$ cat src/exec_pkg.sv
package exec_pkg;

  localparam int XLEN    = 64;
  localparam int NUM_BUS = 4;  // Result buses forwarded into the lane
  localparam int SHAMT_W = 6;

  typedef logic [XLEN-1:0] word_t;

  // 0 picks the register-file value, k picks bus k-1
  typedef logic [2:0] fwd_sel_t;

  typedef enum logic [3:0] {
    OP_ADD64 = 4'd0,
    OP_ADD32 = 4'd1,
    OP_SUB64 = 4'd2,
    OP_SUB32 = 4'd3,
    OP_AND   = 4'd4,
    OP_OR    = 4'd5,
    OP_XOR   = 4'd6,
    OP_SHL64 = 4'd7,
    OP_SHL32 = 4'd8,
    OP_SHR64 = 4'd9,
    OP_SHR32 = 4'd10,
    OP_SAR64 = 4'd11,
    OP_SAR32 = 4'd12
  } op_t;

  typedef enum logic [1:0] {
    FN_ADD = 2'd0,
    FN_AND = 2'd1,
    FN_OR  = 2'd2,
    FN_XOR = 2'd3
  } logic_fn_t;

endpackage

$ cat src/operand_fwd.sv
module operand_fwd import exec_pkg::*; (
  input  logic     clk,
  input  logic     arst_n,
  input  logic     issue,
  input  word_t    reg_val,
  input  fwd_sel_t sel,
  input  logic     late,
  input  word_t    bus_data [NUM_BUS],
  output word_t    operand
);

  word_t bus_dly [NUM_BUS];
  word_t next_val;

  // One-cycle copy of every bus for late forwarding
  always_ff @(posedge clk or negedge arst_n) begin
    if (!arst_n) begin
      for (int i = 0; i < NUM_BUS; i++) begin
        bus_dly[i] <= '0;
      end
    end else begin
      for (int i = 0; i < NUM_BUS; i++) begin
        bus_dly[i] <= bus_data[i];
      end
    end
  end

  always_comb begin
    next_val = reg_val;  // Select values past the last bus fall back to the register file
    for (int i = 0; i < NUM_BUS; i++) begin
      if (sel == fwd_sel_t'(i + 1)) begin
        next_val = late ? bus_dly[i] : bus_data[i];
      end
    end
  end

  always_ff @(posedge clk or negedge arst_n) begin
    if (!arst_n) begin
      operand <= '0;
    end else if (issue) begin
      operand <= next_val;  // Holds between issues
    end
  end

endmodule

$ cat src/op_decode.sv
module op_decode import exec_pkg::*; (
  input  logic      clk,
  input  logic      arst_n,
  input  logic      valid,
  input  op_t       op,
  output logic      stage_valid,
  output logic      is_sub,
  output logic_fn_t logic_fn,
  output logic      is_word32,
  output logic      use_shift,
  output logic      shift_right,
  output logic      shift_arith
);

  logic      sub_d;
  logic_fn_t fn_d;
  logic      w32_d;
  logic      shift_d;
  logic      right_d;
  logic      arith_d;

  always_comb begin
    sub_d   = 1'b0;
    fn_d    = FN_ADD;
    w32_d   = 1'b0;
    shift_d = 1'b0;
    right_d = 1'b0;
    arith_d = 1'b0;
    case (op)
      OP_ADD32: begin
        w32_d = 1'b1;
      end
      OP_SUB64: begin
        sub_d = 1'b1;
      end
      OP_SUB32: begin
        sub_d = 1'b1;
        w32_d = 1'b1;
      end
      OP_AND: fn_d = FN_AND;
      OP_OR:  fn_d = FN_OR;
      OP_XOR: fn_d = FN_XOR;
      OP_SHL64: begin
        shift_d = 1'b1;
      end
      OP_SHL32: begin
        shift_d = 1'b1;
        w32_d   = 1'b1;
      end
      OP_SHR64: begin
        shift_d = 1'b1;
        right_d = 1'b1;
      end
      OP_SHR32: begin
        shift_d = 1'b1;
        right_d = 1'b1;
        w32_d   = 1'b1;
      end
      OP_SAR64: begin
        shift_d = 1'b1;
        right_d = 1'b1;
        arith_d = 1'b1;
      end
      OP_SAR32: begin
        shift_d = 1'b1;
        right_d = 1'b1;
        arith_d = 1'b1;
        w32_d   = 1'b1;
      end
      default: ;  // ADD64 and the unused codes keep the plain 64-bit add
    endcase
  end

  always_ff @(posedge clk or negedge arst_n) begin
    if (!arst_n) begin
      stage_valid <= 1'b0;
      is_sub      <= 1'b0;
      logic_fn    <= FN_ADD;
      is_word32   <= 1'b0;
      use_shift   <= 1'b0;
      shift_right <= 1'b0;
      shift_arith <= 1'b0;
    end else begin
      stage_valid <= valid;
      if (valid) begin
        is_sub      <= sub_d;
        logic_fn    <= fn_d;
        is_word32   <= w32_d;
        use_shift   <= shift_d;
        shift_right <= right_d;
        shift_arith <= arith_d;
      end
    end
  end

endmodule

$ cat src/alu_addlog.sv
module alu_addlog import exec_pkg::*; (
  input  word_t     a,
  input  word_t     b,
  input  logic      is_sub,
  input  logic_fn_t logic_fn,
  input  logic      is_word32,
  output word_t     result
);

  word_t b_op;
  word_t sum;
  word_t raw;

  // Subtract as a + ~b + 1
  assign b_op = is_sub ? ~b : b;
  assign sum  = a + b_op + word_t'(is_sub);

  always_comb begin
    case (logic_fn)
      FN_AND:  raw = a & b;
      FN_OR:   raw = a | b;
      FN_XOR:  raw = a ^ b;
      default: raw = sum;
    endcase
  end

  // 32-bit forms only keep the low word
  assign result = is_word32 ? {{(XLEN/2){1'b0}}, raw[XLEN/2-1:0]} : raw;

endmodule

$ cat src/alu_shift.sv
module alu_shift import exec_pkg::*; (
  input  word_t              a,
  input  logic [SHAMT_W-1:0] shamt,
  input  logic               is_word32,
  input  logic               shift_right,
  input  logic               shift_arith,
  output word_t              result
);

  logic               sign32;
  logic               fill;
  logic [SHAMT_W-1:0] amt;
  word_t              src;
  word_t              stg [SHAMT_W+1];

  // In 32-bit mode the upper half already carries the fill so right shifts bring it in
  assign sign32 = shift_arith & a[XLEN/2-1];
  assign src    = is_word32 ? {{(XLEN/2){sign32}}, a[XLEN/2-1:0]} : a;
  assign fill   = shift_arith & src[XLEN-1];
  assign amt    = is_word32 ? {1'b0, shamt[SHAMT_W-2:0]} : shamt;

  assign stg[0] = src;

  // Stage i moves the word by 2**i when amount bit i is set
  for (genvar i = 0; i < SHAMT_W; i++) begin : g_stage
    word_t moved;

    assign moved = shift_right ?
                   {{(1 << i){fill}}, stg[i][XLEN-1:(1 << i)]} :
                   {stg[i][XLEN-1-(1 << i):0], {(1 << i){1'b0}}};
    assign stg[i+1] = amt[i] ? moved : stg[i];
  end

  assign result = is_word32 ? {{(XLEN/2){1'b0}}, stg[SHAMT_W][XLEN/2-1:0]} :
                  stg[SHAMT_W];

endmodule

$ cat src/result_stage.sv
module result_stage import exec_pkg::*; (
  input  logic  clk,
  input  logic  arst_n,
  input  logic  stage_valid,
  input  logic  use_shift,
  input  word_t addlog_res,
  input  word_t shift_res,
  output word_t res,
  output logic  res_valid
);

  always_ff @(posedge clk or negedge arst_n) begin
    if (!arst_n) begin
      res       <= '0;
      res_valid <= 1'b0;
    end else begin
      res_valid <= stage_valid;
      if (stage_valid) begin
        res <= use_shift ? shift_res : addlog_res;  // Held while the lane is idle
      end
    end
  end

endmodule

$ cat src/exec_lane.sv
module exec_lane import exec_pkg::*; (
  input  logic     clk,
  input  logic     arst_n,
  input  logic     valid,
  input  op_t      op,
  input  word_t    a,
  input  word_t    b,
  input  fwd_sel_t a_sel,
  input  logic     a_late,
  input  fwd_sel_t b_sel,
  input  logic     b_late,
  input  word_t    bus_data [NUM_BUS],
  output word_t    res,
  output logic     res_valid
);

  word_t     a_op;
  word_t     b_op;
  logic      stage_valid;
  logic      is_sub;
  logic_fn_t logic_fn;
  logic      is_word32;
  logic      use_shift;
  logic      shift_right;
  logic      shift_arith;
  word_t     addlog_res;
  word_t     shift_res;

  operand_fwd i_fwd_a (
    .clk      (clk),
    .arst_n   (arst_n),
    .issue    (valid),
    .reg_val  (a),
    .sel      (a_sel),
    .late     (a_late),
    .bus_data (bus_data),
    .operand  (a_op)
  );

  operand_fwd i_fwd_b (
    .clk      (clk),
    .arst_n   (arst_n),
    .issue    (valid),
    .reg_val  (b),
    .sel      (b_sel),
    .late     (b_late),
    .bus_data (bus_data),
    .operand  (b_op)
  );

  op_decode i_decode (
    .clk         (clk),
    .arst_n      (arst_n),
    .valid       (valid),
    .op          (op),
    .stage_valid (stage_valid),
    .is_sub      (is_sub),
    .logic_fn    (logic_fn),
    .is_word32   (is_word32),
    .use_shift   (use_shift),
    .shift_right (shift_right),
    .shift_arith (shift_arith)
  );

  alu_addlog i_addlog (
    .a         (a_op),
    .b         (b_op),
    .is_sub    (is_sub),
    .logic_fn  (logic_fn),
    .is_word32 (is_word32),
    .result    (addlog_res)
  );

  // Shift amount comes straight from the low bits of the B operand
  alu_shift i_shift (
    .a           (a_op),
    .shamt       (b_op[SHAMT_W-1:0]),
    .is_word32   (is_word32),
    .shift_right (shift_right),
    .shift_arith (shift_arith),
    .result      (shift_res)
  );

  result_stage i_result (
    .clk         (clk),
    .arst_n      (arst_n),
    .stage_valid (stage_valid),
    .use_shift   (use_shift),
    .addlog_res  (addlog_res),
    .shift_res   (shift_res),
    .res         (res),
    .res_valid   (res_valid)
  );

endmodule

$ cat config.mk
export PLATFORM = sky130hd
export DESIGN_NAME = exec_lane
export DESIGN_NICKNAME = d
export VERILOG_FILES = /design/src/exec_pkg.sv /design/src/operand_fwd.sv /design/src/op_decode.sv /design/src/alu_addlog.sv /design/src/alu_shift.sv /design/src/result_stage.sv /design/src/exec_lane.sv
export SDC_FILE = /design/constraint.sdc
export NUM_CORES = 2
export LEC_CHECK = 0
export ABC_AREA = 1
export BUFFER_PORTS_ARGS = -buffer_cell sky130_fd_sc_hd__buf_2
export CORE_MARGIN = 2
export CORE_UTILIZATION = 40
export CTS_CLUSTER_DIAMETER = 100
export DETAILED_ROUTE_END_ITERATION = 7
export GPL_TIMING_DRIVEN = 0
export PLACE_DENSITY = 0.63
export SLEW_MARGIN = 20
export SYNTH_ARGS = -nofsm -noshare
export SYNTH_HDL_FRONTEND = slang
export SYNTH_SLANG_ARGS = --single-unit
$ cat constraint.sdc
create_clock -name clk -period 6.17 [get_ports clk]
set_clock_uncertainty 0.05 [all_clocks]
set_input_delay 0.3085 -clock clk [delete_from_list [all_inputs] [get_ports clk]]
set_output_delay 0.3085 -clock clk [all_outputs]
set_load 0.1 [all_outputs]
==> impl_table.tex <==
\begin{tabular}{lr}
\hline
Metric & Value \\
\hline
\multicolumn{2}{l}{\textbf{Yosys}} \\
\quad Area of the mapped netlist & 0.0404 mm\^{}2 \\
\quad Mapped Cells & around 6,300 \\
\quad Largest family of logic cells by synthesized area & simple AND/OR/NAND/NOR gates \\
\quad Yosys top cell area share & between 20\% and 30\% \\
\quad Adder-cell share of the synthesized area & 6.09\% \\
\quad Post-synthesis sequential area ratio & 28.3\% \\
\quad Simple-gate portion of the synthesized area & 30.7\% \\
\quad Portion of netlist area occupied by mux cells & less than 1\% \\
\quad Post-synth EDFFs & 0 \\
\quad Top post-synthesis cells by area & dfrtp\_1 28\%, nand2\_1 17\%, a21oi\_1 7.2\% \\
\quad Synthesized-area fraction occupied by xor and xnor cells & 1.93\% \\
\quad Post-synthesis average cell area & 6.43 um\^{}2 \\
\quad Yosys top cell by area & dfrtp\_1 \\
\quad Synthesized Nets & 6,882 \\
\quad Synth Area in Compound Gates & 22.7\% \\
\quad Number of flip-flops and latches in the synthesized netlist & 457 \\
\quad Flip-flop cell with the highest count after synthesis & dfrtp\_1 \\
\quad Post-synth cell types & 55 \\
\quad Total number of yosys warnings & 0 \\
\quad Proportion of register bits with asynchronous set or reset after synthesis & 100\% \\
\multicolumn{2}{l}{\textbf{Floorplan}} \\
\quad Die Ht & 322 um \\
\quad Floorplan die area & 0.104 mm\^{}2 \\
\quad Placeable Area & between 0.1 and 0.15 mm\^{}2 \\
\quad Number of top-level design ports & 464 \\
\quad Floorplan row count & 116 \\
\quad Effective utilization at floorplan & 40.4\% \\
\quad Chip Width & $\sim$320 um \\
\multicolumn{2}{l}{\textbf{Clock network}} \\
\quad Clock sinks & 457 \\
\quad Clock tree from TritonCTS & built \\
\quad Clk\_lat worst skew & 0.64 ns \\
\quad H-tree depth & 2 \\
\quad Post-CTS setup buffer count & 0 \\
\quad Clock buffer count from CTS & 50 \\
\quad Clock tree buffer depth & 3 \\
\quad Root buf cell & clkbuf\_16 \\
\quad Clock Pin Slew Worst Setup and Hold Paths & about 0.07 ns \\
\multicolumn{2}{l}{\textbf{Route}} \\
\quad Total wirelength of the detailed-routed design & 272,000 um \\
\quad Routed wirelength normalized by instance count & 32.3 um \\
\quad Detail-routed via count per cell & 6.27 \\
\quad DRT Pass-1 Iters & 7 \\
\quad Residual DRC & 0 \\
\quad Post-route antenna net violation count & 0 \\
\quad Overall via count from detail\_route & 52,800 \\
\quad Drt first-iter violations & 8,505 \\
\multicolumn{2}{l}{\textbf{Layout}} \\
\quad Area added between synthesis and finish & 20.8\% \\
\quad Leading cell type in the layout, fill and taps excluded & nand2\_1 \\
\quad Net count, final & 7,660 \\
\quad Total area of multi-input combinational cells & around 0.025 mm\^{}2 \\
\quad Most used cells in the layout excluding fill and tap cells & 1,820 x nand2\_1, 635 x nor2\_1, 578 x a21oi\_1, 535 x buf\_2, 472 x inv\_1 \\
\quad \# fillers & 10,500 \\
\quad Share of cells above drive strength 1 & $\sim$11\% \\
\quad Register area & around 0.011 mm\^{}2 \\
\multicolumn{2}{l}{\textbf{Setup path}} \\
\quad Slowest-stage cell, CP & a21oi\_1 \\
\quad Data required time at the worst endpoint & roughly 6.6 ns \\
\quad Top fanout value on the critical path & 10 \\
\quad Slowest Stage Delay on Critical Path & around 0.7 ns \\
\quad CP top delay family & simple AND/OR/NAND/NOR gates \\
\quad Critical path data arrival time & 6.68 ns \\
\quad Crit-path cells & buf\_4 > buf\_1 > xor2\_1 > ha\_1 > a21oi\_1 > o21ai\_0 > a21oi\_1 > nand3\_1 > nand2\_1 > nand2\_1 > nand2\_1 > nand2\_1 > xnor2\_1 > nand2\_1 > o21ai\_0 > nand2\_1 > nand3\_1 > nand2\_1 \\
\quad Crit-path most repeated cell & nand2\_1 \\
\quad Startpoint-to-endpoint class of the critical path & reg2reg \\
\quad Flop2flop setup slack & -0.06 ns \\
\quad Critical path buffers and inverters & 2 \\
\quad Critical path endpoint category & flop \\
\quad Startpoint class of the critical path & flop \\
\multicolumn{2}{l}{\textbf{Placed design}} \\
\quad Port Buffers & 461 \\
\quad DP HPWL & 223,000 um \\
\quad GP Congestion & 1.13 \\
\multicolumn{2}{l}{\textbf{Global route}} \\
\quad Global routing usage summed across all routing layers & 51.0\% \\
\quad Total grt overflow & 0 \\
\quad Maximum number of pins on one net before global-route repair & 91 \\
\quad Initial antenna violation count & 28 \\
\quad First-pass GRT wire length & roughly 380,000 um \\
\quad Number of global-route vias before repair & 50,200 \\
\multicolumn{2}{l}{\textbf{Timing}} \\
\quad Final Hold Violating Endpoints & 0 \\
\quad Slew of the pin with the lowest slew margin & around 1.3 ns \\
\quad Period minus WS final & a little over 6 ns \\
\quad Max Transition Viols Final & 0 \\
\quad Peak clock frequency supported by timing & around 160 MHz \\
\quad Post-route fraction of the period consumed by the critical path & 101\% \\
\quad Unrepaired setup endpoints after global routing & no \\
\quad Worst slack on hold paths & 0.100 ns \\
\quad Smallest setup slack after layout & -0.0582 ns \\
\quad Worst max-slew margin expressed relative to the limit & 11.4\% \\
\quad Finish-stage setup viols & 2 \\
\multicolumn{2}{l}{\textbf{Power}} \\
\quad Sw Ratio & 54.5\% \\
\quad Part of the total power dissipated in the clock network & about a fifth \\
\quad Worst voltage drop across the vdd grid & 0.000510 V \\
\quad Pwr per Cell Area & between 300 and 400 mW/mm\^{}2 \\
\quad Static Leakage & 23.6 nW \\
\quad Switching component of the power & about 8.5 mW \\
\quad Power share of the combinational group & 55.7\% \\
\quad Internal power & between 7 and 8 mW \\
\quad Flop pwr share & 23.7\% \\
\quad Total Power Consumption & 15.6 mW \\
\multicolumn{2}{l}{\textbf{Run status}} \\
\quad Status & finished, violations left \\
\quad Violations in the final reports & negative setup slack \\
\multicolumn{2}{l}{\textbf{Job}} \\
\quad Reported max-cap violation count & 0 \\
\multicolumn{2}{l}{\textbf{Worst hold path}} \\
\quad Path class of the lowest-slack min-delay path & in2reg \\
\hline
\end{tabular}
[cells in the mapped netlist, types with 11 or more instances]
library cell and n:
a21oi_1 578, xor2_1 79, buf_4 19, nand2_1 1820
mux2i_1 36, o21ai_2 17, o22ai_1 19, nand2_2 13
inv_2 16, o21ai_1 46, a32oi_1 16, buf_2 73
a22oi_1 77, nor2_1 635, o2111ai_1 15, nand3_2 43
nand3_1 422, nor3_1 17, a31oi_1 37, ha_1 195
o21ai_0 472, buf_6 13, buf_1 48, inv_1 472
nand4_1 58, a221oi_1 26, o21bai_1 11, clkbuf_1 267
dfrtp_1 457, o311ai_0 91, o211ai_1 111
[metrics by stage]
| step | TNS [ns] | cell area [um^2] | cells | setup WS (ns) | utilization, % |
|---|---|---|---|---|---|
| 2_1_floorplan | 0 | 40400 | 6287 | 3.29 | - |
| 6_report | -0.0833 | 48800 | 8422 | -0.0582 | 48.7 |
| 3_3_place_gp | -2321.24 | 44300 | 8046 | -5.19 | 44.3 |
| 4_1_cts | 0 | 48800 | 8403 | 0.191 | 48.7 |
| 3_5_place_dp | -0.0428 | 44500 | 8052 | -0.0428 | 44.4 |
| 5_1_grt | 0 | 48800 | 8414 | 0.126 | 48.7 |
[power groups by stage]
stage               Combinational [mW]  Sequential [mW]  Clock (mW)
global route                      8.92             3.71        3.27
floorplan                         3.80             4.46           0
finish                            8.68             3.70        3.21
detailed placement                8.06             3.73           0
CTS                               8.23             3.67        3.17
global placement                  8.05             3.72           0
[routing by layer]
metal / share of wire, % / global-route usage, % / vias to the layer above / routed length, um
li1: - / - / 22600 / -
met1: 38 / 63.6 / 25000 / 102000
met2: 41 / 74.0 / 4058 / 110000
met3: 11 / 12.2 / 1116 / 30600
met4: 11 / 43.6 / 16 / 28700
met5: 0.037 / 0 / - / 101
[cell families after synthesis]
family	Yosys count
simple gates	3028
compound gates	1565
xor+xnor	89
fa+ha+maj	196
flops	457
mux	36
buf+inv	916
[layout make-up]
| cell class | count | share of cell area, % |
|---|---|---|
| multi-input combinational | 4914 | 51.7 |
| sequential | 457 | 23.4 |
| timing repair buffer | 726 | 10.4 |
| buffer | 425 | 3.94 |
| inverter | 491 | 3.78 |
| tap | 1298 | 3.33 |
| clock buffer | 71 | 3.04 |
| clock inverter | 21 | 0.374 |
| antenna | 19 | 0.0974 |
[final timing paths]
check / startpoint / endpoint / cells after the start
hold reg to reg: i_result.res[55]$_DFFE_PN0P_ / i_result.res[55]$_DFFE_PN0P_ / 2
hold / removal: op[2] / i_decode.shift_arith$_DFFE_PN0P_ / 4
setup reg to reg: i_decode.is_sub$_DFFE_PN0P_ / i_result.res[36]$_DFFE_PN0P_ / 18
max in group asynchronous: arst_n / i_fwd_b.bus_dly[58]$_DFF_PN0_ / 5
setup / recovery: i_decode.is_sub$_DFFE_PN0P_ / i_result.res[36]$_DFFE_PN0P_ / 18
min in group asynchronous: arst_n / i_result.res[1]$_DFFE_PN0P_ / 2
[registers in the layout, indices dropped and copies added, names as in the netlist]
name / flops
i_fwd_a.operand: 64
i_decode.shift_right: 1
i_fwd_b.operand: 64
i_decode.shift_arith: 1
i_decode.stage_valid: 1
i_decode.use_shift: 1
i_decode.is_sub: 1
i_result.res: 64
i_fwd_b.bus_dly: 256
i_decode.logic_fn: 2
i_decode.is_word32: 1
i_result.res_valid: 1
[worst min-delay path, stage by stage]
cell	delay (ns)
buf_2	0.21
nor2_1	0.09
nand2_1	0.06
a21oi_1	0.06
[what timing repair did]
action	4_1_cts	5_1_grt
resized for setup	1	1
endpoints found under the setup margin	1	1
hold endpoints to repair	346	0
hold buffers	259	0
(Power assumes the default switching activity.)
